==> config.mk <==
export PLATFORM = sky130hd
export DESIGN_NAME = interrupt_latch_flat
export DESIGN_NICKNAME = d
export VERILOG_FILES = /design/src/verilog/besm_bus_pkg.sv /design/src/verilog/busio_if.sv /design/src/verilog/interrupt_latch.sv /design/src/flat_wrapper.sv
export SDC_FILE = /design/constraint.sdc
export NUM_CORES = 1
export LEC_CHECK = 0
export BUFFER_PORTS_ARGS = -buffer_cell sky130_fd_sc_hd__buf_4
export CORE_MARGIN = 4
export CORE_UTILIZATION = 35
export DETAILED_ROUTE_END_ITERATION = 12
export PLACE_DENSITY = 0.79
export SLEW_MARGIN = 5
export SYNTH_ARGS = -nofsm -noshare
export SYNTH_HDL_FRONTEND = slang
export SYNTH_SLANG_ARGS = --single-unit
==> constraint.sdc <==
create_clock -name clk -period 1 [get_ports clk]
set_clock_uncertainty 0.15 [all_clocks]
set_input_delay 0.2 -clock clk [delete_from_list [all_inputs] [get_ports clk]]
set_output_delay 0.2 -clock clk [all_outputs]
set_load 0.01 [all_outputs]
==> src/verilog/besm_bus_pkg.sv <==
////////////////////////////////////////////////////////////
// Shared definitions of the external bus path
// Bus opcode enumeration, bus I/O register indices,
// default word and address widths, lock bit, step limit
////////////////////////////////////////////////////////////

package besm_bus_pkg;

    // Bus operation codes, as issued by the requester
    typedef enum logic [3:0] {
        IDLE  = 4'd0,    // Nothing to do
        CCRD  = 4'd1,    // Command cache read, no bus activity
        CCWR  = 4'd2,    // Command cache write, no bus activity
        DCRD  = 4'd3,    // Operand cache read, no bus activity
        DCWR  = 4'd4,    // Operand cache write, no bus activity
        FETCH = 4'd8,    // Fetch command word into RG1
        DRD   = 4'd9,    // Read operand into RG2
        DWR   = 4'd10,   // Write RG3 to memory
        RDMWR = 4'd11,   // Atomic read, set lock bit, write back
        BTRWR = 4'd12,   // Block transfer write
        BTRRD = 4'd13,   // Block transfer read
        BICLR = 4'd14,   // Clear bus interrupts, not implemented
        BIRD  = 4'd15    // Read and clear interrupt lines
    } bus_op_e;

    // Bus I/O register selection
    typedef enum logic [1:0] {
        ADDR  = 2'd0,    // RG0 physical address
        CMD   = 2'd1,    // RG1 fetched command
        RDATA = 2'd2,    // RG2 read data
        WDATA = 2'd3     // RG3 write data
    } reg_index_e;

    localparam int WORD_W_DEF = 64;        // Machine word
    localparam int ADDR_W_DEF = 10;        // Word address
    localparam int LOCK_BIT   = 55;        // Semaphore bit of RDMWR

    localparam logic [2:0] MAX_STEP = 3'd7; // Step counter saturates here

endpackage

==> src/verilog/busio_if.sv <==
////////////////////////////////////////////////////////////
// Bus between sequencer, bus I/O registers, memory
// and interrupt latch: strobes, read and write data paths
////////////////////////////////////////////////////////////
`timescale 1ns/1ps

interface busio_if #(
    parameter int word_w = besm_bus_pkg::WORD_W_DEF,
    parameter int addr_w = besm_bus_pkg::ADDR_W_DEF
);
    import besm_bus_pkg::*;

    reg_index_e        arx;        // Register index
    logic              ecx;        // Register port enable
    logic              wrx;        // Register latch enable
    logic              astb;       // Address strobe
    logic              rd;         // Memory read
    logic              wr;         // Memory write
    logic              iack;       // Interrupt acknowledge
    logic [word_w-1:0] bus_rdata;  // Selected read source
    logic [word_w-1:0] mem_rdata;  // Memory read word
    logic [word_w-1:0] irq_rdata;  // Pending interrupts
    logic [word_w-1:0] bus_wdata;  // Word to store
    logic [addr_w-1:0] bus_addr;   // RG0 contents

    modport master (output arx, ecx, wrx, astb, rd, wr, iack);
    modport regs (input arx, ecx, wrx, iack, mem_rdata, irq_rdata,
                  output bus_rdata, bus_wdata, bus_addr);
    modport memory (input astb, rd, wr, arx, bus_addr, bus_wdata, output mem_rdata);
    modport intr (input iack, ecx, wrx, output irq_rdata);

endinterface

==> src/verilog/interrupt_latch.sv <==
////////////////////////////////////////////////////////////
// Interrupt latch, a bus target read by BIRD
// Collects line pulses, clears them once read
////////////////////////////////////////////////////////////
`timescale 1ns/1ps

module interrupt_latch #(
    parameter int word_w = besm_bus_pkg::WORD_W_DEF,
    parameter int irq_w  = 8
) (
    input  logic             clk,
    input  logic             reset,
    input  logic [irq_w-1:0] irq,   // Pulses from devices
    busio_if.intr            bus
);
    logic [irq_w-1:0] pending;
    logic [irq_w-1:0] taken;        // Bits handed to RG2 this cycle
    logic             read_ack;

    assign read_ack = bus.iack && bus.ecx && bus.wrx;
    assign taken    = read_ack ? pending : '0;

    always_ff @(posedge clk) begin
        if (reset) begin
            pending <= '0;
        end else begin
            pending <= (pending & ~taken) | irq;  // New pulse survives the read
        end
    end

    assign bus.irq_rdata = {{(word_w - irq_w){1'b0}}, pending};

endmodule

==> src/flat_wrapper.sv <==
// flat-port wrapper written by rule: the top's interface ports become plain ports
module interrupt_latch_flat 
#(
    parameter int word_w = besm_bus_pkg::WORD_W_DEF,
    parameter int irq_w  = 8
)
  (clk, reset, irq, bus_iack, bus_ecx, bus_wrx, bus_irq_rdata);
  busio_if #(.word_w(word_w)) bus_i ();
  input  logic clk;
  input  logic reset;
  input  logic [irq_w-1:0] irq;
  input wire logic [$bits(bus_i.iack)-1:0] bus_iack;
  input wire logic [$bits(bus_i.ecx)-1:0] bus_ecx;
  input wire logic [$bits(bus_i.wrx)-1:0] bus_wrx;
  output wire logic [$bits(bus_i.irq_rdata)-1:0] bus_irq_rdata;
  assign bus_i.iack = bus_iack;
  assign bus_i.ecx = bus_ecx;
  assign bus_i.wrx = bus_wrx;
  assign bus_irq_rdata = bus_i.irq_rdata;
  interrupt_latch #(.word_w(word_w), .irq_w(irq_w)) u_core (.clk(clk), .reset(reset), .irq(irq), .bus(bus_i));
endmodule
==> results.cfg <==
[run_status]
status = complete, but fails checks
violations = negative setup slack

[setup_path]
reg2reg_slack_ns = 0.13
crit_path_max_fanout = 2
slowest_delay_ns = 0.32
critPathArrivalTime_ns = 0.68
slowest_stage = dfxtp_2
r2r-end = u_core.pending[7]
cp_top_family = flip-flops
cp.buffers_inverters = 1
crit_required_ns = 0.65
ff2ff_path_depth = 3
worstSetupPathType = reg -> out
worstSetupStartpointType = flop
cp.depth = 1
cp-end-kind = primary output
critical_path.cell_chain = buf_6
crit_path_start = u_core.pending[0]
critPathCapture = bus_irq_rdata[0]
r2r_start = u_core.pending[7]

[yosys]
synth_top_family_by_area = buffers and inverters
yosys.area_share.xor_xnor_pct = 0
ys_warn_count = 0
yosys.area_share.simple_pct = 24.4
synth_compound_area_share_pct = 0
syn-instance-count = 90
syn-cell-area_um2 = 779
synth_cell_types = 7
synthMuxAreaShare_pct = 0
synth_fa_ha_area_share_pct = 0
synth-seq-cells = 8
seq_area_frac_synth_pct = 20.5
syn_area_per_cell_um2 = 8.66

[sta]
finalSetupViolCount = 8
period_needed_ns = 1.03
hold_viol = 0
max_freq_mhz = 968
fin_crit_sh_pct = 103
rsz0062_at_grt = yes
layout_setup_ws_ns = -0.0333
maxSlewViolCount = 0
finalSetupTns_ns = -0.242

[die]
core_area_mm2 = 0.00204
rows = 16
die_w_um = 55.2
initial_utilization_pct = 38.2
die_h_um = 55.2
die_area_mm2 = 0.00305
ios = 77

[clock_tree]
clk_latency_ns = 0.25
cts.sinks = 8
cts_inserted_buffers = 3
cts_buffer_depth = 2
tritoncts = built
clk_pin_slew_worst_paths_ns = 0.05
clockRootBuffer = clkbuf_4
htree_num_levels = 1

[routing]
drtIter0Drc = 2
ant_nets = 0
vias_per_cell = 3.42
drtPass1Iterations = 2
wl_per_cell_um = 9.59
routed_wl_um = 1330
num_vias = 476
drc = 0

[power]
p_leak_nw = 0.462
p_seq_share_pct = 41.7
combPwrFrac_pct = 30.5
ir_worst_vdd_mv = 0.444
p_clk_share_pct = 27.8
powerDensity_mw_per_mm2 = 1080
intPower_w = 0.000589
switchingPower_w = 0.000288
p_sw_share_pct = 32.8

[global_route]
antenna_found_initial = 0
use_met3_pct = 3.22
grtUsageMet1_pct = 8.06
grt_use_met2_pct = 14.2
grt_pass1_vias = 384
grt_max_degree = 9
grt_use_total_pct = 8.13
overflow = 0
grt_busiest_layer = met2
grt_pass1_wl_um = 1690

[placement]
dp.cells = 135
port_buffers = 20
routabilityCongestion = 0.690
hpwl_um = 1160

[finish]
antennaDiodeCount = 0
final_nets = 127
final_cell_mix = conb_1, buf_4
layout_commonest_cell = conb_1
fin_cells = 139
largest-register = u_core.pending
top_regs = u_core.pending x8
area_delta_synth_final_pct = 4.49
largest_reg_flops = 8
drive_gt1_share_pct = 35.7
nFillCells = 212

[flow_run]
maxCapViolCount = 0

[hold_path]
hold_path.class = in -> reg
[cell usage after synthesis]
master,number,share of area (%)
buf_4,56,54
nor3_2,8,10
clkbuf_2,1,0.64
conb_1,1,0.48
and4b_1,8,10
dfxtp_1,8,21
nor2_1,8,3.9
[repair_timing]
item | in CTS | in global routing
setup endpoints to repair | 8 | 8
buffers inserted | 1 | 0
hold buffers | 0 | 0
resized for setup | 16 | 0
cloned | 0 | 0
[power groups by stage]
stage	Combinational (W)	Sequential, W	Clock [W]
after floorplan	0.000303	0.000374	0
after global placement	0.000239	0.000363	0
after detailed placement	0.000245	0.000363	0
after CTS	0.000264	0.000366	0.000254
after global routing	0.000299	0.000369	0.000262
final	0.000268	0.000365	0.000244
[worst min-delay path by stage]
stage / start / endpoint / slack [ns] / depth (start not counted)
2_1_floorplan: irq[0] / u_core.pending[0] / 0.20 / 2
3_3_place_gp: irq[1] / u_core.pending[1] / 0.29 / 3
3_5_place_dp: irq[1] / u_core.pending[1] / 0.30 / 3
4_1_cts: irq[7] / u_core.pending[7] / 0.04 / 3
5_1_grt: irq[3] / u_core.pending[3] / 0.05 / 3
6_report: irq[1] / u_core.pending[1] / 0.04 / 3
[cell families (layout without fill, tap and decap cells)]
kind of cell           count (synthesis)  in the layout
DFF                                    8              8
other                                  1             56
and+or+nand+nor                       24             24
buffers and inverters                 57             24
[per-stage QoR]
step | hold slack (ns) | total power [W] | setup WS, ns | area (µm²) | utilization, %
global placement | 0.292 | 0.000602 | 0.0906 | 744 | 36.5
detailed placement | 0.302 | 0.000608 | 0.0621 | 744 | 36.5
CTS | 0.0395 | 0.000883 | -0.0456 | 815 | 39.9
finish | 0.0430 | 0.000877 | -0.0333 | 815 | 39.9
floorplan | 0.196 | 0.000677 | 0.232 | 986 | -
global route | 0.0526 | 0.000929 | -0.0586 | 815 | 39.9
[cell type report]
class	count	area (µm²)	share of cell area, %
Clock buffer	3	22.5	2.76
Multi-Input combinational cell	80	400	49.2
Sequential cell	8	170	20.9
Tap cell	27	33.8	4.15
Timing Repair Buffer	21	188	23.0
[per-layer routing]
layer	routed length (µm)	part of all wire [%]
met2	721	54
met3	198	15
met1	412	31
met5	0	0
met4	0	0
No activity file was read; power rests on OpenSTA's default activity.
