<file path="config.mk">
export PLATFORM = sky130hd
export DESIGN_NAME = bus_sequencer_flat
export DESIGN_NICKNAME = d
export VERILOG_FILES = /design/src/verilog/besm_bus_pkg.sv /design/src/verilog/busio_if.sv /design/src/verilog/bus_sequencer.sv /design/src/flat_wrapper.sv
export SDC_FILE = /design/constraint.sdc
export NUM_CORES = 1
export LEC_CHECK = 0
export BUFFER_PORTS_ARGS = -buffer_cell sky130_fd_sc_hd__buf_2
export CORE_AREA = 3 3 42 44
export CTS_BUF_LIST = sky130_fd_sc_hd__clkbuf_4 sky130_fd_sc_hd__clkbuf_8
export DETAILED_ROUTE_END_ITERATION = 8
export DIE_AREA = 0 0 45 47
export GPL_ROUTABILITY_DRIVEN = 0
export PLACE_DENSITY = 0.79
export SLEW_MARGIN = 20
export SYNTH_ARGS = -nofsm -noshare
export SYNTH_HDL_FRONTEND = slang
export SYNTH_SLANG_ARGS = --single-unit
</file>
<file path="constraint.sdc">
create_clock -name clk -period 2.3 [get_ports clk]
set_input_delay 0.23 -clock clk [delete_from_list [all_inputs] [get_ports clk]]
set_output_delay 0.23 -clock clk [all_outputs]
set_load 0.01 [all_outputs]
</file>
<file path="src/verilog/besm_bus_pkg.sv">
////////////////////////////////////////////////////////////
// Shared definitions of the external bus path
// Bus opcode enumeration, bus I/O register indices,
// default word and address widths, lock bit, step limit
////////////////////////////////////////////////////////////

package besm_bus_pkg;

    // Bus operation codes, as issued by the requester
    typedef enum logic [3:0] {
        IDLE  = 4'd0,    // Nothing to do
        CCRD  = 4'd1,    // Command cache read, no bus activity
        CCWR  = 4'd2,    // Command cache write, no bus activity
        DCRD  = 4'd3,    // Operand cache read, no bus activity
        DCWR  = 4'd4,    // Operand cache write, no bus activity
        FETCH = 4'd8,    // Fetch command word into RG1
        DRD   = 4'd9,    // Read operand into RG2
        DWR   = 4'd10,   // Write RG3 to memory
        RDMWR = 4'd11,   // Atomic read, set lock bit, write back
        BTRWR = 4'd12,   // Block transfer write
        BTRRD = 4'd13,   // Block transfer read
        BICLR = 4'd14,   // Clear bus interrupts, not implemented
        BIRD  = 4'd15    // Read and clear interrupt lines
    } bus_op_e;

    // Bus I/O register selection
    typedef enum logic [1:0] {
        ADDR  = 2'd0,    // RG0 physical address
        CMD   = 2'd1,    // RG1 fetched command
        RDATA = 2'd2,    // RG2 read data
        WDATA = 2'd3     // RG3 write data
    } reg_index_e;

    localparam int WORD_W_DEF = 64;        // Machine word
    localparam int ADDR_W_DEF = 10;        // Word address
    localparam int LOCK_BIT   = 55;        // Semaphore bit of RDMWR

    localparam logic [2:0] MAX_STEP = 3'd7; // Step counter saturates here

endpackage

</file>
<file path="src/verilog/busio_if.sv">
////////////////////////////////////////////////////////////
// Bus between sequencer, bus I/O registers, memory
// and interrupt latch: strobes, read and write data paths
////////////////////////////////////////////////////////////
`timescale 1ns/1ps

interface busio_if #(
    parameter int word_w = besm_bus_pkg::WORD_W_DEF,
    parameter int addr_w = besm_bus_pkg::ADDR_W_DEF
);
    import besm_bus_pkg::*;

    reg_index_e        arx;        // Register index
    logic              ecx;        // Register port enable
    logic              wrx;        // Register latch enable
    logic              astb;       // Address strobe
    logic              rd;         // Memory read
    logic              wr;         // Memory write
    logic              iack;       // Interrupt acknowledge
    logic [word_w-1:0] bus_rdata;  // Selected read source
    logic [word_w-1:0] mem_rdata;  // Memory read word
    logic [word_w-1:0] irq_rdata;  // Pending interrupts
    logic [word_w-1:0] bus_wdata;  // Word to store
    logic [addr_w-1:0] bus_addr;   // RG0 contents

    modport master (output arx, ecx, wrx, astb, rd, wr, iack);
    modport regs (input arx, ecx, wrx, iack, mem_rdata, irq_rdata,
                  output bus_rdata, bus_wdata, bus_addr);
    modport memory (input astb, rd, wr, arx, bus_addr, bus_wdata, output mem_rdata);
    modport intr (input iack, ecx, wrx, output irq_rdata);

endinterface

</file>
<file path="src/verilog/bus_sequencer.sv">
////////////////////////////////////////////////////////////
// Bus sequencer, the only master of the external bus
// Step counter, opcode latch, block transfer batch flag
// and per-opcode tables of bus strobes
////////////////////////////////////////////////////////////
`timescale 1ns/1ps

module bus_sequencer (
    input  logic                 clk,
    input  logic                 reset,
    input  logic                 request,  // One-cycle operation start
    input  logic                 suspend,  // Abandon current operation
    input  besm_bus_pkg::bus_op_e req_op,  // Operation to perform
    output logic                 done,     // Operation finished, level
    output logic                 bus_lock, // Atomic RDMWR in progress
    busio_if.master              bus
);
    import besm_bus_pkg::*;

    // One row of a strobe table
    typedef struct packed {
        reg_index_e arx;
        logic       ecx;
        logic       wrx;
        logic       astb;
        logic       rd;
        logic       wr;
        logic       iack;
        logic       done;
    } ctl_t;

    logic [2:0] step;        // Current step of the operation
    bus_op_e    opcode;      // Latched operation
    logic       batch_mode;  // Previous op was a finished block transfer
    ctl_t       ctl;         // Decoded strobes

    // Flags in order ecx, wrx, astb, rd, wr, iack
    function automatic ctl_t step_row(input reg_index_e arx, input logic [5:0] flags);
        ctl_t r;
        r.arx = arx;
        {r.ecx, r.wrx, r.astb, r.rd, r.wr, r.iack} = flags;
        r.done = 1'b0;                              // Table still running
        return r;
    endfunction

    always_ff @(posedge clk) begin
        if (reset) begin
            step <= '0;
        end else if (request) begin
            step <= '0;                             // Restart, aborts any op
        end else if (!done && !suspend && step != MAX_STEP) begin
            step <= step + 3'd1;
        end
    end

    always_ff @(posedge clk) begin
        if (reset || suspend) begin
            opcode <= IDLE;                         // No further strobes
        end else if (request) begin
            opcode <= req_op;
        end
    end

    // Recalculated on every idle cycle after completion
    always_ff @(posedge clk) begin
        if (reset) begin
            batch_mode <= 1'b0;
        end else if (!request && done) begin
            batch_mode <= (opcode == BTRWR || opcode == BTRRD);
        end
    end

    assign bus_lock = (opcode == RDMWR);

    always_comb begin
        ctl = step_row(RDATA, 6'b000000);           // Quiet bus
        ctl.done = 1'b1;
        if (!request && !suspend) begin
            case (opcode)
                FETCH: begin
                    case (step)
                        3'd0: ctl = step_row(ADDR, 6'b101000);   // Send address
                        3'd1: ctl = step_row(CMD, 6'b100100);    // Get data
                        3'd2: ctl = step_row(CMD, 6'b110000);    // Latch into RG1
                        default: ;
                    endcase
                end
                DRD: begin
                    case (step)
                        3'd0: ctl = step_row(ADDR, 6'b101000);
                        3'd1: ctl = step_row(RDATA, 6'b100100);
                        3'd2: ctl = step_row(RDATA, 6'b110000);  // Latch into RG2
                        default: ;
                    endcase
                end
                DWR: begin
                    case (step)
                        3'd0: ctl = step_row(ADDR, 6'b101000);
                        3'd1: ctl = step_row(WDATA, 6'b100000);  // Present RG3
                        3'd2: ctl = step_row(WDATA, 6'b100010);  // Write word
                        default: ;
                    endcase
                end
                RDMWR: begin
                    case (step)
                        3'd0: ctl = step_row(ADDR, 6'b101000);
                        3'd1: ctl = step_row(RDATA, 6'b100100);
                        3'd2: ctl = step_row(RDATA, 6'b110000);  // Old word to RG2
                        3'd3: ctl = step_row(RDATA, 6'b100000);  // RG2 with lock bit
                        3'd4: ctl = step_row(RDATA, 6'b100010);  // Write back
                        default: ;
                    endcase
                end
                BTRWR: begin
                    if (batch_mode) begin
                        case (step)
                            3'd0: ctl = step_row(WDATA, 6'b100000); // Counter already set
                            3'd1: ctl = step_row(WDATA, 6'b100010);
                            default: ;
                        endcase
                    end else begin
                        case (step)
                            3'd0: ctl = step_row(ADDR, 6'b101000);
                            3'd1: ctl = step_row(WDATA, 6'b100000);
                            3'd2: ctl = step_row(WDATA, 6'b100010);
                            default: ;
                        endcase
                    end
                end
                BTRRD: begin
                    if (batch_mode) begin
                        case (step)
                            3'd0: ctl = step_row(RDATA, 6'b100100);
                            3'd1: ctl = step_row(RDATA, 6'b110000);
                            default: ;
                        endcase
                    end else begin
                        case (step)
                            3'd0: ctl = step_row(ADDR, 6'b101000);
                            3'd1: ctl = step_row(RDATA, 6'b100100);
                            3'd2: ctl = step_row(RDATA, 6'b110000);
                            default: ;
                        endcase
                    end
                end
                BIRD: begin
                    case (step)
                        3'd0: ctl = step_row(RDATA, 6'b100001);  // Interrupts on bus
                        3'd1: ctl = step_row(RDATA, 6'b110001);  // Latch and clear
                        default: ;
                    endcase
                end
                default: ;                          // Cache ops, BICLR, unknown
            endcase
        end
    end

    assign bus.arx  = ctl.arx;
    assign bus.ecx  = ctl.ecx;
    assign bus.wrx  = ctl.wrx;
    assign bus.astb = ctl.astb;
    assign bus.rd   = ctl.rd;
    assign bus.wr   = ctl.wr;
    assign bus.iack = ctl.iack;
    assign done     = ctl.done;                     // Also high on request or suspend

endmodule

</file>
<file path="src/flat_wrapper.sv">
// flat-port wrapper written by rule: the top's interface ports become plain ports
module bus_sequencer_flat import besm_bus_pkg::*;
  (clk, reset, request, suspend, req_op, done, bus_lock, bus_arx, bus_ecx, bus_wrx, bus_astb, bus_rd, bus_wr, bus_iack);
  busio_if bus_i ();
  input  logic clk;
  input  logic reset;
  input  logic request;
  input  logic suspend;
  input  besm_bus_pkg::bus_op_e req_op;
  output logic done;
  output logic bus_lock;
  output wire logic [$bits(bus_i.arx)-1:0] bus_arx;
  output wire logic [$bits(bus_i.ecx)-1:0] bus_ecx;
  output wire logic [$bits(bus_i.wrx)-1:0] bus_wrx;
  output wire logic [$bits(bus_i.astb)-1:0] bus_astb;
  output wire logic [$bits(bus_i.rd)-1:0] bus_rd;
  output wire logic [$bits(bus_i.wr)-1:0] bus_wr;
  output wire logic [$bits(bus_i.iack)-1:0] bus_iack;
  assign bus_arx = bus_i.arx;
  assign bus_ecx = bus_i.ecx;
  assign bus_wrx = bus_i.wrx;
  assign bus_astb = bus_i.astb;
  assign bus_rd = bus_i.rd;
  assign bus_wr = bus_i.wr;
  assign bus_iack = bus_i.iack;
  bus_sequencer u_core (.clk(clk), .reset(reset), .request(request), .suspend(suspend), .req_op(req_op), .done(done), .bus_lock(bus_lock), .bus(bus_i));
endmodule
</file>
==> flow_metrics.tcl <==
set metrics [dict create \
    setup_violations 2 \
    timing_worst_setup_path_type "register to output port" \
    place.detailed.instances 135 \
    cts_tree "yes" \
    worstPathCellList "inv_4 -> ha_4 -> or2_4 -> o311a_1 -> a211oi_2 -> or2_4 -> inv_2 -> buf_6" \
    yosys.area.top_type "sky130_fd_sc_hd__dfxtp_1" \
    floorplan.die_area_mm2 0.00212 \
    max_slew_margin_pct 73.9 \
    antenna_cells 0 \
    maximum_vdd_drop_v 0.000312 \
    post_synth_num_cell_types 42 \
    hold_buffers 0 \
    fin_setup_tns_ns -0.0187 \
    maximum_number_of_pins_on_one_net_before_global_route_repair 13 \
    finClkSkew_ns 0.00626 \
    post-route-worst-setup-slack_ns -0.0165 \
    area.growth.synth_to_final_pct 27.2 \
    critPathMaxFanout 5 \
    fp.dieW_um 45 \
    ctsHtreeMaxLevel 1 \
    most_prevalent_standard_cell_on_the_critical_path "sky130_fd_sc_hd__or2_4" \
    worstPathArrival_ns 2.09 \
    achievable-frequency_mhz 432 \
    grt_first_pass_wirelength_mm 3.24 \
    routed-via-count 878 \
    total_power_mw 0.278 \
    period_needed_ns 2.32 \
    cp_top_family "compound AO/OA/AOI/OAI gates" \
    start_util_pct 53.8 \
    netlist_area_um2 792 \
    pin_count 18 \
    max_cap_violations 0 \
    global_route.usage.total_pct 20.2 \
    worstSetupEndpointType "output port" \
    grt_pass1_vias 761 \
    post_synth_top_area_share_pct 20.2 \
    dr.pass1.iters 4 \
    clock_path_buffers 2 \
    design_area_mm2 0.00101 \
    p_leak_nw 0.417 \
    mappedNetlistNets 119 \
    cts.clk_slew.worst_paths_ns 0.06 \
    cts_num_sinks 8 \
    ys_ff_latch 8 \
    drt_iter0_markers 16 \
    yosysWarnings 0 \
    dpl_cell_area_um2 887 \
    cp-startpoint "u_core.step[0]" \
    design.core.area_mm2 0.00147 \
    min-delay-path-class "primary input to register" \
    detail_route.wirelength_mm 2.15 \
    critical-path-slowest-cell "sky130_fd_sc_hd__o311a_1" \
    run_status "finished with violations" \
    rsz0062_at_grt "true" \
    post_drt_wl_per_cell_um 15.3 \
    timing.critical_path.buf_inv 3 \
    cts.root.buffer_cell "sky130_fd_sc_hd__clkbuf_4" \
    layout-drive-gt1-share_pct 34.4 \
    insertion_delay_ns 0.25 \
    cp-start-kind "register" \
    ys_top_cells_by_area "sky130_fd_sc_hd__dfxtp_1 20%, sky130_fd_sc_hd__ha_1 7.9%, sky130_fd_sc_hd__nand2_1 5.7%" \
    max_stage_delay_ns 0.39 \
    filler_cell_count 131 \
    drc_errors 0 \
    timing.final.max_slew_violations 0 \
    detailedPlacementHpwl_mm 1.46 \
    worst-endpoint-required_ns 2.07 \
    place.port_buffers 17 \
    syn_area_per_cell_um2 7.47 \
    hold_path_startpoint "suspend" \
    die_h_um 47 \
    power.density_mw_per_mm2 276 \
    hold_viol 0 \
    synthesis.instances 106 \
    r2r_start "u_core.step[0]" \
    drt-vias-per-instance 6.23 \
    final_min_period_over_clock_period_pct 101 \
    globalRoute.totalOverflow 0 \
    number_of_antenna_violations_at_the_first_check_in_global_routing 0 \
    failing_checks "setup timing" \
    count_of_non_filler_cells_in_the_finished_layout 141 \
    core.rowCount 14 \
    ant_nets 0 \
    timing_worst_slew_pin_value_ns 0.386 \
    tritoncts.num_buffers 3 \
    layout.nets 140 \
    synth_seq_area_share_pct 20.2 \
]
## Yosys cell counts
master,n
sky130_fd_sc_hd__nand4_1,1
sky130_fd_sc_hd__o31ai_1,5
sky130_fd_sc_hd__nor3_1,4
sky130_fd_sc_hd__o21ai_0,4
sky130_fd_sc_hd__a21oi_1,3
sky130_fd_sc_hd__a21o_1,1
sky130_fd_sc_hd__and4b_1,1
sky130_fd_sc_hd__a32oi_1,2
sky130_fd_sc_hd__buf_6,1
sky130_fd_sc_hd__nor3b_1,3
sky130_fd_sc_hd__and3b_1,1
sky130_fd_sc_hd__clkbuf_1,3
sky130_fd_sc_hd__a211o_1,1
sky130_fd_sc_hd__or2_0,1
sky130_fd_sc_hd__and2_1,1
sky130_fd_sc_hd__nand2b_1,4
sky130_fd_sc_hd__o311a_1,1
sky130_fd_sc_hd__a21boi_0,1
sky130_fd_sc_hd__a2111oi_0,2
sky130_fd_sc_hd__nand3_1,2
sky130_fd_sc_hd__nand2_1,12
sky130_fd_sc_hd__o311ai_0,3
sky130_fd_sc_hd__clkbuf_2,1
sky130_fd_sc_hd__a211oi_1,3
sky130_fd_sc_hd__mux2i_1,3
sky130_fd_sc_hd__nand3b_1,1
sky130_fd_sc_hd__a41oi_1,1
sky130_fd_sc_hd__buf_2,4
sky130_fd_sc_hd__a22oi_1,1
sky130_fd_sc_hd__nor2b_1,2
sky130_fd_sc_hd__a31oi_1,1
sky130_fd_sc_hd__o221ai_1,1
sky130_fd_sc_hd__nor2_1,8
sky130_fd_sc_hd__and3_1,1
sky130_fd_sc_hd__o2111ai_1,1
sky130_fd_sc_hd__or4_1,1
sky130_fd_sc_hd__ha_1,5
sky130_fd_sc_hd__or2_1,1
sky130_fd_sc_hd__inv_1,4
sky130_fd_sc_hd__nor4_1,1
sky130_fd_sc_hd__dfxtp_1,8
sky130_fd_sc_hd__o21ba_1,1
## routing by layer
layer / up-vias / wire length [um] / GRT usage (%)
met3: 2 / 153 / 1.15
li1: 443 / - / -
met2: 38 / 1050 / 34.5
met5: - / 0 / 0
met4: 0 / 17 / 9.36
met1: 395 / 933 / 26.2
## per-stage QoR
stage / util, % / setup WS, ns / hold WS, ns
after floorplan: - / 0.163 / 0.299
after global placement: 60.3 / 0.147 / 0.468
after detailed placement: 60.3 / 0.113 / 0.464
after CTS: 62.6 / -0.0206 / 0.202
after global routing: 68.5 / -0.0928 / 0.209
final: 68.5 / -0.0165 / 0.209
## report_power, final
group | leakage [nW] | total, mW | switching [mW] | internal [mW]
logic | 0.337 | 0.0321 | 0.0173 | 0.0149
registers | 0.0664 | 0.144 | 0.00484 | 0.139
clock network | 0.0138 | 0.103 | 0.0432 | 0.0594
total | 0.417 | 0.278 | 0.0653 | 0.213
## path summary, 6_finish.rpt
path	slack, ns	depth (start not counted)	to
max	-0.02	8	bus_ecx
min	0.21	2	u_core.opcode[3]
max reg2reg	0.09	8	u_core.batch_mode
min reg2reg	0.56	2	u_core.step[0]
## final cells by class
class	count	area, um2	area share [%]
flip-flops and latches	8	168	16.6
well taps	16	20.0	1.99
repair buffers	25	151	15.0
inverters	4	17.5	1.74
clock buffers	3	22.5	2.24
multi-input cells	85	628	62.4
## cell families (layout without fill, tap and decap cells)
logic type               Yosys count  after routing  share of synthesized area [%]
AND/OR/NAND/NOR                   45             45                           29.9
AO/OA/AOI/OAI                     32             32                           30.3
buffers and inverters             13             32                           7.90
flip-flops                         8              8                           20.2
adder cells (fa/ha/maj)            5              5                           7.90
multiplexers                       3              3                           3.79
## what timing repair did
| item | CTS | global route |
|---|---|---|
| pin swaps | 1 | 5 |
| resized for setup | 4 | 19 |
| setup endpoints to repair | 3 | 3 |
| buffers inserted | 0 | 3 |
| gates cloned | 0 | 0 |
## cells in the final DEF (no fill, tap or decap), types with 3 or more instances in the layout
cell | netlist | routed
sky130_fd_sc_hd__nor2_1 | 8 | 8
sky130_fd_sc_hd__o21ai_0 | 4 | 4
sky130_fd_sc_hd__o31ai_1 | 5 | 4
sky130_fd_sc_hd__clkbuf_4 | 0 | 3
sky130_fd_sc_hd__nand2b_1 | 4 | 4
sky130_fd_sc_hd__dfxtp_1 | 8 | 6
sky130_fd_sc_hd__nor3b_1 | 3 | 3
sky130_fd_sc_hd__nor3_1 | 4 | 3
sky130_fd_sc_hd__buf_4 | 0 | 8
sky130_fd_sc_hd__nand2_1 | 12 | 12
sky130_fd_sc_hd__a21oi_1 | 3 | 3
sky130_fd_sc_hd__mux2i_1 | 3 | 3
sky130_fd_sc_hd__buf_2 | 4 | 16
sky130_fd_sc_hd__o311ai_0 | 3 | 3
## worst reg2reg max path, stage by stage, from the launching register on
cell                      delay (ns)
sky130_fd_sc_hd__dfxtp_4        0.38
sky130_fd_sc_hd__inv_4          0.05
sky130_fd_sc_hd__ha_4           0.15
sky130_fd_sc_hd__or2_4          0.25
sky130_fd_sc_hd__o311a_1        0.39
sky130_fd_sc_hd__buf_4          0.15
sky130_fd_sc_hd__o21ba_1        0.18
sky130_fd_sc_hd__or4_1          0.46
sky130_fd_sc_hd__a21oi_1        0.13
## sequential cells by signal, summed over array words and instances, names as in the netlist
| name | count |
|---|---|
| u_core.opcode | 4 |
| u_core.step | 3 |
| u_core.batch_mode | 1 |
Power figures use the tool's default switching activity.
