===== config.mk =====
export PLATFORM = sky130hd
export DESIGN_NAME = busio_regs_flat
export DESIGN_NICKNAME = d
export VERILOG_FILES = /design/src/verilog/besm_bus_pkg.sv /design/src/verilog/busio_if.sv /design/src/verilog/busio_regs.sv /design/src/flat_wrapper.sv
export SDC_FILE = /design/constraint.sdc
export NUM_CORES = 1
export LEC_CHECK = 0
export ABC_AREA = 1
export BUFFER_PORTS_ARGS = -buffer_cell sky130_fd_sc_hd__buf_2
export CAP_MARGIN = 20
export CORE_AREA = 2 2 187 189
export DETAILED_ROUTE_END_ITERATION = 12
export DIE_AREA = 0 0 189 191
export PLACE_DENSITY = 0.62
export SLEW_MARGIN = 0
export SYNTH_ARGS = -nofsm -noshare
export SYNTH_HDL_FRONTEND = slang
export SYNTH_SLANG_ARGS = --single-unit

===== constraint.sdc =====
create_clock -name clk -period 2.96 [get_ports clk]
set_clock_uncertainty 0.2 [all_clocks]
set_input_delay 0.148 -clock clk [delete_from_list [all_inputs] [get_ports clk]]
set_output_delay 0.148 -clock clk [all_outputs]
set_load 0.005 [all_outputs]

===== src/verilog/besm_bus_pkg.sv =====
////////////////////////////////////////////////////////////
// Shared definitions of the external bus path
// Bus opcode enumeration, bus I/O register indices,
// default word and address widths, lock bit, step limit
////////////////////////////////////////////////////////////

package besm_bus_pkg;

    // Bus operation codes, as issued by the requester
    typedef enum logic [3:0] {
        IDLE  = 4'd0,    // Nothing to do
        CCRD  = 4'd1,    // Command cache read, no bus activity
        CCWR  = 4'd2,    // Command cache write, no bus activity
        DCRD  = 4'd3,    // Operand cache read, no bus activity
        DCWR  = 4'd4,    // Operand cache write, no bus activity
        FETCH = 4'd8,    // Fetch command word into RG1
        DRD   = 4'd9,    // Read operand into RG2
        DWR   = 4'd10,   // Write RG3 to memory
        RDMWR = 4'd11,   // Atomic read, set lock bit, write back
        BTRWR = 4'd12,   // Block transfer write
        BTRRD = 4'd13,   // Block transfer read
        BICLR = 4'd14,   // Clear bus interrupts, not implemented
        BIRD  = 4'd15    // Read and clear interrupt lines
    } bus_op_e;

    // Bus I/O register selection
    typedef enum logic [1:0] {
        ADDR  = 2'd0,    // RG0 physical address
        CMD   = 2'd1,    // RG1 fetched command
        RDATA = 2'd2,    // RG2 read data
        WDATA = 2'd3     // RG3 write data
    } reg_index_e;

    localparam int WORD_W_DEF = 64;        // Machine word
    localparam int ADDR_W_DEF = 10;        // Word address
    localparam int LOCK_BIT   = 55;        // Semaphore bit of RDMWR

    localparam logic [2:0] MAX_STEP = 3'd7; // Step counter saturates here

endpackage


===== src/verilog/busio_if.sv =====
////////////////////////////////////////////////////////////
// Bus between sequencer, bus I/O registers, memory
// and interrupt latch: strobes, read and write data paths
////////////////////////////////////////////////////////////
`timescale 1ns/1ps

interface busio_if #(
    parameter int word_w = besm_bus_pkg::WORD_W_DEF,
    parameter int addr_w = besm_bus_pkg::ADDR_W_DEF
);
    import besm_bus_pkg::*;

    reg_index_e        arx;        // Register index
    logic              ecx;        // Register port enable
    logic              wrx;        // Register latch enable
    logic              astb;       // Address strobe
    logic              rd;         // Memory read
    logic              wr;         // Memory write
    logic              iack;       // Interrupt acknowledge
    logic [word_w-1:0] bus_rdata;  // Selected read source
    logic [word_w-1:0] mem_rdata;  // Memory read word
    logic [word_w-1:0] irq_rdata;  // Pending interrupts
    logic [word_w-1:0] bus_wdata;  // Word to store
    logic [addr_w-1:0] bus_addr;   // RG0 contents

    modport master (output arx, ecx, wrx, astb, rd, wr, iack);
    modport regs (input arx, ecx, wrx, iack, mem_rdata, irq_rdata,
                  output bus_rdata, bus_wdata, bus_addr);
    modport memory (input astb, rd, wr, arx, bus_addr, bus_wdata, output mem_rdata);
    modport intr (input iack, ecx, wrx, output irq_rdata);

endinterface


===== src/verilog/busio_regs.sv =====
////////////////////////////////////////////////////////////
// Bus I/O registers RG0..RG3
// Request loading, read source selection, latching of
// fetched words and write data with RDMWR lock merge
////////////////////////////////////////////////////////////
`timescale 1ns/1ps

module busio_regs #(
    parameter int word_w = besm_bus_pkg::WORD_W_DEF,
    parameter int addr_w = besm_bus_pkg::ADDR_W_DEF
) (
    input  logic              clk,
    input  logic              reset,
    input  logic              request,    // Load RG0 and RG3
    input  logic [addr_w-1:0] req_addr,
    input  logic [word_w-1:0] req_wdata,
    output logic [word_w-1:0] cmd_word,   // RG1
    output logic [word_w-1:0] read_word,  // RG2
    busio_if.regs             bus
);
    import besm_bus_pkg::*;

    logic [addr_w-1:0] rg0;          // Address
    logic [word_w-1:0] rg1;          // Fetched command
    logic [word_w-1:0] rg2;          // Read data
    logic [word_w-1:0] rg3;          // Write data
    logic [word_w-1:0] locked_word;  // RG2 with semaphore bit set
    logic              latch;

    assign latch = bus.ecx && bus.wrx;

    // Interrupt latch answers on acknowledge, memory otherwise
    assign bus.bus_rdata = bus.iack ? bus.irq_rdata : bus.mem_rdata;

    always_ff @(posedge clk) begin
        if (request) begin
            rg0 <= req_addr;
            rg3 <= req_wdata;
        end
    end

    always_ff @(posedge clk) begin
        if (reset) begin
            rg1 <= '0;
            rg2 <= '0;
        end else if (latch) begin
            if (bus.arx == CMD) rg1 <= bus.bus_rdata;
            if (bus.arx == RDATA) rg2 <= bus.bus_rdata;
        end
    end

    always_comb begin
        locked_word = rg2;
        locked_word[LOCK_BIT] = 1'b1;  // Mark word as taken
    end

    assign bus.bus_wdata = (bus.arx == WDATA) ? rg3 : locked_word;
    assign bus.bus_addr  = rg0;
    assign cmd_word      = rg1;
    assign read_word     = rg2;

endmodule


===== src/flat_wrapper.sv =====
// flat-port wrapper written by rule: the top's interface ports become plain ports
module busio_regs_flat import besm_bus_pkg::*;
#(
    parameter int word_w = besm_bus_pkg::WORD_W_DEF,
    parameter int addr_w = besm_bus_pkg::ADDR_W_DEF
)
  (clk, reset, request, req_addr, req_wdata, cmd_word, read_word, bus_arx, bus_ecx, bus_wrx, bus_iack, bus_mem_rdata, bus_irq_rdata, bus_bus_rdata, bus_bus_wdata, bus_bus_addr);
  busio_if #(.word_w(word_w), .addr_w(addr_w)) bus_i ();
  input  logic clk;
  input  logic reset;
  input  logic request;
  input  logic [addr_w-1:0] req_addr;
  input  logic [word_w-1:0] req_wdata;
  output logic [word_w-1:0] cmd_word;
  output logic [word_w-1:0] read_word;
  input wire logic [$bits(bus_i.arx)-1:0] bus_arx;
  input wire logic [$bits(bus_i.ecx)-1:0] bus_ecx;
  input wire logic [$bits(bus_i.wrx)-1:0] bus_wrx;
  input wire logic [$bits(bus_i.iack)-1:0] bus_iack;
  input wire logic [$bits(bus_i.mem_rdata)-1:0] bus_mem_rdata;
  input wire logic [$bits(bus_i.irq_rdata)-1:0] bus_irq_rdata;
  output wire logic [$bits(bus_i.bus_rdata)-1:0] bus_bus_rdata;
  output wire logic [$bits(bus_i.bus_wdata)-1:0] bus_bus_wdata;
  output wire logic [$bits(bus_i.bus_addr)-1:0] bus_bus_addr;
  assign bus_i.arx = bus_arx;
  assign bus_i.ecx = bus_ecx;
  assign bus_i.wrx = bus_wrx;
  assign bus_i.iack = bus_iack;
  assign bus_i.mem_rdata = bus_mem_rdata;
  assign bus_i.irq_rdata = bus_irq_rdata;
  assign bus_bus_rdata = bus_i.bus_rdata;
  assign bus_bus_wdata = bus_i.bus_wdata;
  assign bus_bus_addr = bus_i.bus_addr;
  busio_regs #(.word_w(word_w), .addr_w(addr_w)) u_core (.clk(clk), .reset(reset), .request(request), .req_addr(req_addr), .req_wdata(req_wdata), .cmd_word(cmd_word), .read_word(read_word), .bus(bus_i));
endmodule

==> flow_summary.json, run 1 <==
{
  "drive_above_1_share_pct": 26.15,
  "synth.lib_cells_used.distinct": 13,
  "wirelength_um": 34170,
  "floorplan.core_area_mm2": 0.03412,
  "xor_xnor_cell_area_share_of_the_yosys_netlist_pct": 0,
  "cts_root_buf": "sky130_fd_sc_hd__clkbuf_16",
  "post_cts.resized_instances": 0,
  "clock.fmax_mhz": 356.2,
  "post_synth_and_or_nand_nor_area_fraction_pct": 36.22,
  "criticalPathCategory": "in -> reg",
  "syn_area_mm2": 0.009346,
  "fillCellCount": 3409,
  "power-per-cell-area_mw_per_mm2": 491.9,
  "max_cap_violations": 0,
  "timing.hold.worst.class": "in -> reg",
  "detail_route.first_pass.iterations": 5,
  "first_global_vias": 10170,
  "ys_ff_latch": 202,
  "cts_max_path_buffers": 3,
  "die_w_um": 189,
  "launch_point_of_the_worst_reg_to_reg_path": "u_core.read_word[52]",
  "worstSetupEndpoint": "u_core.read_word[52]",
  "yosys.area.top_type_share_pct": 27.42,
  "route.antenna.remaining_nets": 0,
  "drc": 0,
  "worstMarginPinSlew_ps": 780.8,
  "global_route.usage.total_pct": 17.86,
  "rd_place_congestion": 0.9176,
  "finish.net_count": 2230,
  "critical_path.startpoint_type": "primary input",
  "core.rowCount": 68,
  "post_synth_mux_area_share_pct": 0,
  "worst_r2r_path_depth": 3,
  "synthAdderAreaFrac_pct": 0,
  "synth-warning-count": 0,
  "mappedNetlistNets": 1577,
  "ys_async_sr_fraction_pct": 0,
  "maxSlewViolCount": 0,
  "port_buffers": 475,
  "cp_max_fo": 64,
  "setup_tns_ps": 0,
  "detail_route.wl_per_cell_um": 13.71,
  "tritoncts_buffer_count": 24,
  "ctsHtreeMaxLevel": 1,
  "worstReg2RegEnd": "u_core.read_word[52]",
  "ys_dominant_reg_cell": "sky130_fd_sc_hd__dfxtp_1",
  "netlist.top_cell.by_area": "sky130_fd_sc_hd__dfxtp_1",
  "final_critical_path_required_period_ps": 2808,
  "initial_util_pct": 27.39,
  "via_count": 10520,
  "leading_cell_types_by_count_after_synthesis": "sky130_fd_sc_hd__nand2_1, sky130_fd_sc_hd__nor2_1, sky130_fd_sc_hd__inv_1",
  "yosysMostFrequentCell": "sky130_fd_sc_hd__nand2_1",
  "cts_tree": "built",
  "synth_top_cells_by_area": "sky130_fd_sc_hd__dfxtp_1, sky130_fd_sc_hd__nand2_1, sky130_fd_sc_hd__edfxtp_1, sky130_fd_sc_hd__nor2_1, sky130_fd_sc_hd__inv_1",
  "setup_viol": 0,
  "unrepaired_setup_endpoints_after_global_routing": "false",
  "insertion_delay_ps": 520,
  "num_antenna_cells": 0,
  "reg2reg_slack_ps": 1630,
  "worst_slew_margin_rel_pct": 47.95,
  "largest_net_degree_at_the_start_of_global_routing": 129,
  "syn_inst": 1367,
  "final_hold_vios": 0,
  "die_area_mm2": 0.03610,
  "grt_remaining_overflow": 0,
  "dominant_combinational_cell_family_by_area_after_synthesis": "simple AND/OR/NAND/NOR gates",
  "synth.yosys.seq_area_share_pct": 51.19,
  "post_drt_via_cell_ratio": 4.219,
  "worst_ir_drop_vdd_mv": 0.3248,
  "grt_first_pass_wirelength_um": 51790,
  "worst_setup_path_start": "bus_iack",
  "dr.first_iter.drc_count": 589,
  "setup.worst_path.end_class": "flip-flop",
  "fin_crit_share_pct": 94.85,
  "area_delta_synth_final_pct": 60.44,
  "synth_compound_gate_area_share_pct": 0,
  "place_hpwl_um": 23150,
  "status": "finished clean",
  "layout.core_utilization_pct": 43.95,
  "post_synth.cell_area_avg_um2": 6.837,
  "cts.reportedPaths.clkPinSlew_ps": 60,
  "grt_antenna_before_repair": 0,
  "clkSinkCount": 202,
  "io_pins": 476,
  "arrival_ps": 3010,
  "dieHeight_um": 191,
  "cellLeakagePower_nw": 8.268,
  "synth-edff-count": 74,
  "worst_path_required_ps": 3170
}
## where the power goes
group / internal (mW) / leakage, nW / switching [mW]
registers: 3.03 / 1.76 / 0.0714
clock network: 1.92 / 0.422 / 1.18
logic: 0.587 / 6.08 / 0.584
total: 5.54 / 8.27 / 1.83
## sequential cells by signal, indices dropped and copies added, names as in the netlist
register,count
u_core.read_word,64
u_core.rg3,64
u_core.bus.bus_addr,10
u_core.cmd_word,64
## area by class of cell
cell class / instances / area (um2) / share of cell area, %
timing repair buffer: 695 / 4644 / 30.97
tap: 455 / 569.3 / 3.796
multi-input combinational: 900 / 3403 / 22.70
inverter: 197 / 742.0 / 4.948
sequential: 202 / 4785 / 31.91
clock buffer: 34 / 742.0 / 4.948
clock inverter: 10 / 110.1 / 0.7343
## per-layer routing
layer	track usage (%)	vias to the layer above	share of wire (%)
met3	3.470	76	7.3
met2	32.49	433	50
li1	-	5277	-
met4	6.641	0	2.9
met5	0	-	0
met1	20.69	4731	40
## cell families (layout without fill, tap and decap cells)
logic type             after synthesis  count (layout)
buffers and inverters              265             936
flip-flops                         202             202
AND/OR/NAND/NOR                    900             900
## layout by cell type (no fill, tap or decap)
master	instances
sky130_fd_sc_hd__clkbuf_8	4
sky130_fd_sc_hd__buf_4	4
sky130_fd_sc_hd__edfxtp_1	74
sky130_fd_sc_hd__buf_12	7
sky130_fd_sc_hd__inv_6	1
sky130_fd_sc_hd__clkinv_4	1
sky130_fd_sc_hd__nand2_4	1
sky130_fd_sc_hd__dlygate4sd3_1	210
sky130_fd_sc_hd__nor2_1	256
sky130_fd_sc_hd__inv_1	194
sky130_fd_sc_hd__nand2_1	640
sky130_fd_sc_hd__clkinvlp_4	1
sky130_fd_sc_hd__or2_2	1
sky130_fd_sc_hd__dfxtp_1	128
sky130_fd_sc_hd__clkinv_2	5
sky130_fd_sc_hd__clkbuf_16	27
sky130_fd_sc_hd__inv_2	2
sky130_fd_sc_hd__clkbuf_1	3
sky130_fd_sc_hd__buf_2	474
sky130_fd_sc_hd__nor2_4	2
sky130_fd_sc_hd__bufinv_16	2
sky130_fd_sc_hd__inv_4	1
## worst max-delay path, stage by stage
cell	delay [ps]
sky130_fd_sc_hd__buf_2	100
sky130_fd_sc_hd__buf_4	610
sky130_fd_sc_hd__nand2_1	120
sky130_fd_sc_hd__nand2_1	110
sky130_fd_sc_hd__dlygate4sd3_1	580
sky130_fd_sc_hd__nand2_1	70
sky130_fd_sc_hd__dlygate4sd3_1	580
sky130_fd_sc_hd__nand2_1	60
sky130_fd_sc_hd__nor2_1	40
sky130_fd_sc_hd__dlygate4sd3_1	540
## repair_timing
| item | 4_1_cts | 5_1_grt |
|---|---|---|
| buffers inserted | 0 | 0 |
| endpoints found under the hold margin | 227 | 0 |
| hold buffers | 210 | 0 |
| setup endpoints to repair | 0 | 0 |
## worst min path at each step
| stage | depth (start not counted) | from | slack, ps | to |
|---|---|---|---|---|
| 2_1_floorplan | 0 | req_addr[0] | 50 | u_core.bus.bus_addr[0] |
| 3_3_place_gp | 1 | req_wdata[16] | 130 | u_core.rg3[16] |
| 3_5_place_dp | 1 | req_wdata[61] | 130 | u_core.rg3[61] |
| 4_1_cts | 2 | req_wdata[61] | 100 | u_core.rg3[61] |
| 5_1_grt | 2 | req_wdata[61] | 120 | u_core.rg3[61] |
| 6_report | 2 | req_wdata[61] | 140 | u_core.rg3[61] |
## per-stage QoR
step | area [um2] | cells | hold WS, ps | power (mW) | setup WS (ps)
after CTS | 15000 | 2493 | 100.3 | 7.465 | 274.2
after global placement | 12040 | 2239 | 125.1 | 4.056 | 1168
after floorplan | 9346 | 1367 | 46.87 | 3.582 | 1891
after global routing | 15000 | 2493 | 118.0 | 7.727 | 26.46
after detailed placement | 12040 | 2239 | 126.1 | 4.072 | 1114
final | 15000 | 2493 | 136.8 | 7.377 | 152.5
Power figures use the tool's default switching activity.
==> inputs of run 2 (changes only) <==
--- a/config.mk
+++ b/config.mk
@@ -11,6 +11,7 @@
 export CORE_AREA = 2 2 187 189
 export DETAILED_ROUTE_END_ITERATION = 12
 export DIE_AREA = 0 0 189 191
+export MAX_ROUTING_LAYER = met4
 export PLACE_DENSITY = 0.62
 export SLEW_MARGIN = 0
 export SYNTH_ARGS = -nofsm -noshare
==> run 2 against run 1 <==
Non-clock buffer count down 2; die area unchanged; final cell count about the same; clock-buffer cell count unchanged; largest cell class unchanged; highest routed layer unchanged.
==> flow_summary.json, run 2 (synthesis results as in run 1) <==
{
  "status": "finished clean",
  "first_global_vias": 9936,
  "setup_viol": 0,
  "criticalPathCategory": "in -> reg",
  "io_pins": 476,
  "rd_place_congestion": 0.9232,
  "detail_route.wl_per_cell_um": 13.75,
  "global_route.usage.total_pct": 18.26,
  "maxSlewViolCount": 0,
  "insertion_delay_ps": 520,
  "worst_path_required_ps": 3180,
  "via_count": 10460,
  "critical_path.startpoint_type": "primary input",
  "fillCellCount": 3412,
  "worstMarginPinSlew_ps": 869.9,
  "dr.first_iter.drc_count": 439,
  "cts_max_path_buffers": 3,
  "die_w_um": 189,
  "drive_above_1_share_pct": 26.13,
  "power-per-cell-area_mw_per_mm2": 477.8,
  "post_drt_via_cell_ratio": 4.198,
  "layout_commonest_cell": "sky130_fd_sc_hd__nand2_1",
  "reg2reg_slack_ps": 2100,
  "dieHeight_um": 191,
  "worst_slew_margin_rel_pct": 42.01,
  "final_critical_path_required_period_ps": 2077,
  "core.rowCount": 68,
  "grt_antenna_before_repair": 0,
  "cts.reportedPaths.clkPinSlew_ps": 60,
  "finish.net_count": 2228,
  "clock.fmax_mhz": 481.5,
  "route.antenna.remaining_nets": 0,
  "dp_cells": 2240,
  "cellLeakagePower_nw": 8.212,
  "timing.hold.worst.class": "in -> reg",
  "max_cap_violations": 0,
  "worst_ir_drop_vdd_mv": 0.3920,
  "clkSinkCount": 202,
  "fin_crit_share_pct": 70.16,
  "cts_tree": "built",
  "die_area_mm2": 0.03610,
  "arrival_ps": 2290,
  "place_hpwl_um": 22690,
  "cts_root_buf": "sky130_fd_sc_hd__clkbuf_16",
  "port_buffers": 475,
  "ctsHtreeMaxLevel": 1,
  "drc": 0,
  "final_hold_vios": 0,
  "initial_util_pct": 27.39,
  "tritoncts_buffer_count": 24,
  "setup.worst_path.end_class": "flip-flop",
  "grt_remaining_overflow": 0,
  "largest_net_degree_at_the_start_of_global_routing": 129,
  "unrepaired_setup_endpoints_after_global_routing": "false",
  "cp_max_fo": 35,
  "wirelength_um": 34250,
  "layout.cells.most_common_list": "sky130_fd_sc_hd__nand2_1, sky130_fd_sc_hd__buf_2, sky130_fd_sc_hd__nor2_1",
  "grt_first_pass_wirelength_um": 51440,
  "detail_route.first_pass.iterations": 4,
  "num_antenna_cells": 0,
  "floorplan.core_area_mm2": 0.03412,
  "area_delta_synth_final_pct": 58.93,
  "final-instance-count-excl-fill": 2491,
  "setup_tns_ps": 0
}
## run 2: routing by layer
layer	routed length, um	share of wire (%)	vias to the layer above	global-route usage, %
met5	0	0	-	-
met4	810	2.4	0	5.589
met3	2185	6.4	65	2.901
met2	17430	51	434	32.95
met1	13820	40	4701	20.73
li1	-	-	5258	-
## run 2: layout make-up
class                   count  area (um2)  area share [%]
flip-flops and latches    202        4785           32.21
repair buffers            693        4597           30.95
multi-input cells         900        3403           22.91
inverters                 197       742.0           4.995
clock buffers              34       699.4           4.709
well taps                 455       569.3           3.833
clock inverters            10       58.81          0.3959
## run 2: repair_timing
item / in CTS / in global routing
setup endpoints to repair: 0 / 0
endpoints found under the hold margin: 206 / 0
buffers inserted: 0 / 0
hold buffers: 207 / 0
resized for setup: 0 / 0
## run 2: worst max-delay path, stage by stage
cell	delay [ps]
sky130_fd_sc_hd__buf_2	640
sky130_fd_sc_hd__buf_4	450
sky130_fd_sc_hd__nand2_1	90
sky130_fd_sc_hd__nand2_1	130
sky130_fd_sc_hd__dlygate4sd3_1	630
sky130_fd_sc_hd__nand2_1	70
sky130_fd_sc_hd__nand2_1	80
sky130_fd_sc_hd__nor2_1	40
## run 2: worst paths after layout
kind | end | from | depth (start not counted)
worst min register to register | u_core.cmd_word[35] | u_core.cmd_word[35] | 2
worst max register to register | u_core.read_word[59] | u_core.read_word[59] | 2
worst min-delay path | u_core.rg3[8] | req_wdata[8] | 2
worst max-delay path | u_core.cmd_word[9] | bus_iack | 8
## run 2: where the power goes
group          total [mW]  switching [mW]  internal (mW)
sequential           3.10          0.0671           3.03
clock                2.83            1.18           1.65
combinational        1.17           0.587          0.585
total                7.10            1.83           5.27
## run 2: through the flow
step / setup WS (ps) / power [mW] / instance area (um2) / hold slack, ps / util (%)
6_report: 883.3 / 7.097 / 14850 / 141.6 / 43.54
4_1_cts: 929.6 / 7.190 / 14850 / 101.1 / 43.54
5_1_grt: 770.5 / 7.440 / 14850 / 125.8 / 43.54
3_5_place_dp: 913.4 / 4.073 / 12020 / 126.1 / 35.24
2_1_floorplan: 1891 / 3.582 / 9346 / 46.87 / -
3_3_place_gp: 950.6 / 4.059 / 12020 / 124.1 / 35.24
==> inputs of run 3 (changes only) <==
--- a/config.mk
+++ b/config.mk
@@ -8,11 +8,11 @@
 export ABC_AREA = 1
 export BUFFER_PORTS_ARGS = -buffer_cell sky130_fd_sc_hd__buf_2
 export CAP_MARGIN = 20
-export CORE_AREA = 2 2 187 189
+export CORE_AREA = 2 2 184 186
 export DETAILED_ROUTE_END_ITERATION = 12
-export DIE_AREA = 0 0 189 191
+export DIE_AREA = 0 0 186 188
 export MAX_ROUTING_LAYER = met4
-export PLACE_DENSITY = 0.62
+export PLACE_DENSITY = 0.63
 export SLEW_MARGIN = 0
 export SYNTH_ARGS = -nofsm -noshare
 export SYNTH_HDL_FRONTEND = slang
==> constraint.sdc (replaced) <==
create_clock -name clk -period 2.1 [get_ports clk]
set_clock_uncertainty 0.2 [all_clocks]
set_input_delay 0.105 -clock clk [delete_from_list [all_inputs] [get_ports clk]]
set_output_delay 0.105 -clock clk [all_outputs]
set_load 0.005 [all_outputs]
==> run 3 against run 2 <==
Core utilization increased by 1.3 points; die area decreased by 3.1%; clock-buffer cell count unchanged; register-to-register slack got worse by 870 ps; critical path depth increased by 1; clock power increased by 38%; combinational power increased by 41%; global-route usage increased by 0.33 points; routed wire length decreased by 4.1%.
==> flow_summary.json, run 3 (synthesis results as in run 1) <==
{
  "dieHeight_um": 188,
  "cts_root_buf": "sky130_fd_sc_hd__clkbuf_16",
  "setup.worst_path.end_class": "flip-flop",
  "grt_remaining_overflow": 0,
  "dr.first_iter.drc_count": 510,
  "unrepaired_setup_endpoints_after_global_routing": "false",
  "max_cap_violations": 0,
  "fillCellCount": 3242,
  "cts.reportedPaths.clkPinSlew_ps": 60,
  "timing.hold.worst.class": "in -> reg",
  "io_pins": 476,
  "layout_commonest_cell": "sky130_fd_sc_hd__nand2_1",
  "cpMostUsedCell": "sky130_fd_sc_hd__nand2_1",
  "detail_route.first_pass.iterations": 5,
  "post_drt_via_cell_ratio": 4.209,
  "drive_above_1_share_pct": 26.12,
  "fin_crit_share_pct": 78.17,
  "num_antenna_cells": 0,
  "cellLeakagePower_nw": 8.208,
  "layout.cells.most_common_list": "sky130_fd_sc_hd__nand2_1, sky130_fd_sc_hd__buf_2, sky130_fd_sc_hd__nor2_1",
  "cp_slowest_cell": "sky130_fd_sc_hd__dlygate4sd3_1",
  "final_critical_path_required_period_ps": 1642,
  "largest_incremental_delay_on_the_critical_path_ps": 630,
  "maxSlewViolCount": 0,
  "worst_path_required_ps": 2300,
  "core.rowCount": 67,
  "critical_path.startpoint_type": "primary input",
  "setup_viol": 0,
  "worstMarginPinSlew_ps": 544.5,
  "die_w_um": 186,
  "clkSinkCount": 202,
  "area_delta_synth_final_pct": 58.92,
  "dp_cells": 2236,
  "detail_route.wl_per_cell_um": 13.23,
  "finish.net_count": 2227,
  "clock.fmax_mhz": 609.2,
  "area.sequential_mm2": 0.004785,
  "arrival_ps": 1840,
  "final-instance-count-excl-fill": 2481,
  "via_count": 10440,
  "worst_slew_margin_rel_pct": 63.70,
  "final_hold_vios": 0,
  "drc": 0,
  "cts_max_path_buffers": 3,
  "holdWs_ps": 59.67,
  "cp.buffers_inverters": 4,
  "tritoncts_buffer_count": 22,
  "die_area_mm2": 0.03497,
  "power-per-cell-area_mw_per_mm2": 668.2,
  "postCtsSetupRepairBufs": 0,
  "cpLargestDelayFamily": "buffers and inverters",
  "layout.core_utilization_pct": 44.86,
  "wirelength_um": 32830,
  "multi_input_area_mm2": 0.003398,
  "route.antenna.remaining_nets": 0,
  "global_route.usage.total_pct": 18.59,
  "grt_antenna_before_repair": 0,
  "worst_ir_drop_vdd_mv": 0.4821,
  "criticalPathCategory": "in -> reg",
  "rd_place_congestion": 0.9137,
  "largest_net_degree_at_the_start_of_global_routing": 129,
  "ctsHtreeMaxLevel": 1,
  "grt_first_pass_wirelength_um": 50730,
  "status": "finished clean",
  "port_buffers": 475,
  "insertion_delay_ps": 500,
  "cts_tree": "built",
  "initial_util_pct": 28.23,
  "first_global_vias": 10200,
  "cp_max_fo": 2,
  "fin_total_pwr_mw": 9.925,
  "floorplan.core_area_mm2": 0.03311,
  "setup_tns_ps": 0,
  "place_hpwl_um": 21950,
  "cp_cell_sequence": "dlygate4sd3_1 > buf_2 > inv_1 > nand2_1 > nand2_1 > dlygate4sd3_1 > nand2_1 > nand2_1 > nor2_1"
}
[run 3: area by class of cell]
type                    instances  area share (%)
clock inverters                 6          0.3707
clock buffers                  34           4.633
multi-input cells             900           22.88
well taps                     448           3.774
inverters                     197           4.995
repair buffers                694           31.13
flip-flops and latches        202           32.21
[run 3: routing by layer]
layer  up-vias  wire length (um)  GRT usage (%)
met4         0              1206          7.420
li1       5251                 -              -
met1      4675             12950          20.25
met5         -                 0              -
met3        88              2102          3.205
met2       428             16570          33.24
[run 3: power by group]
group	leakage, nW	switching (mW)	internal [mW]
clock	0.371	1.54	2.37
combinational	6.07	0.819	0.829
sequential	1.76	0.0931	4.27
[run 3: worst min-delay path, cell delays in order]
cell	delay, ps
sky130_fd_sc_hd__buf_2	120
sky130_fd_sc_hd__nand2_1	100
sky130_fd_sc_hd__nor2_4	60
sky130_fd_sc_hd__buf_12	170
sky130_fd_sc_hd__nor2_1	110
sky130_fd_sc_hd__nor2_1	50
[run 3: path summary, 6_finish.rpt]
path	from	to	slack, ps	cells past startpoint
setup reg to reg	u_core.read_word[10]	u_core.read_word[10]	1230	2
hold reg to reg	u_core.cmd_word[33]	u_core.cmd_word[33]	270	2
setup / recovery	bus_mem_rdata[46]	u_core.cmd_word[46]	460	9
hold / removal	bus_arx[1]	u_core.read_word[55]	60	6
[run 3: what timing repair did]
action,4_1_cts,5_1_grt
endpoints found under the hold margin,228,0
hold buffers,205,0
resized for setup,0,0
[run 3: stage by stage]
step                      area [um2]  worst slack (ps)
after floorplan                 9346              1074
after global placement         12060             587.5
after detailed placement       12060             574.0
after CTS                      14850             488.3
after global routing           14850             375.9
final                          14850             458.5
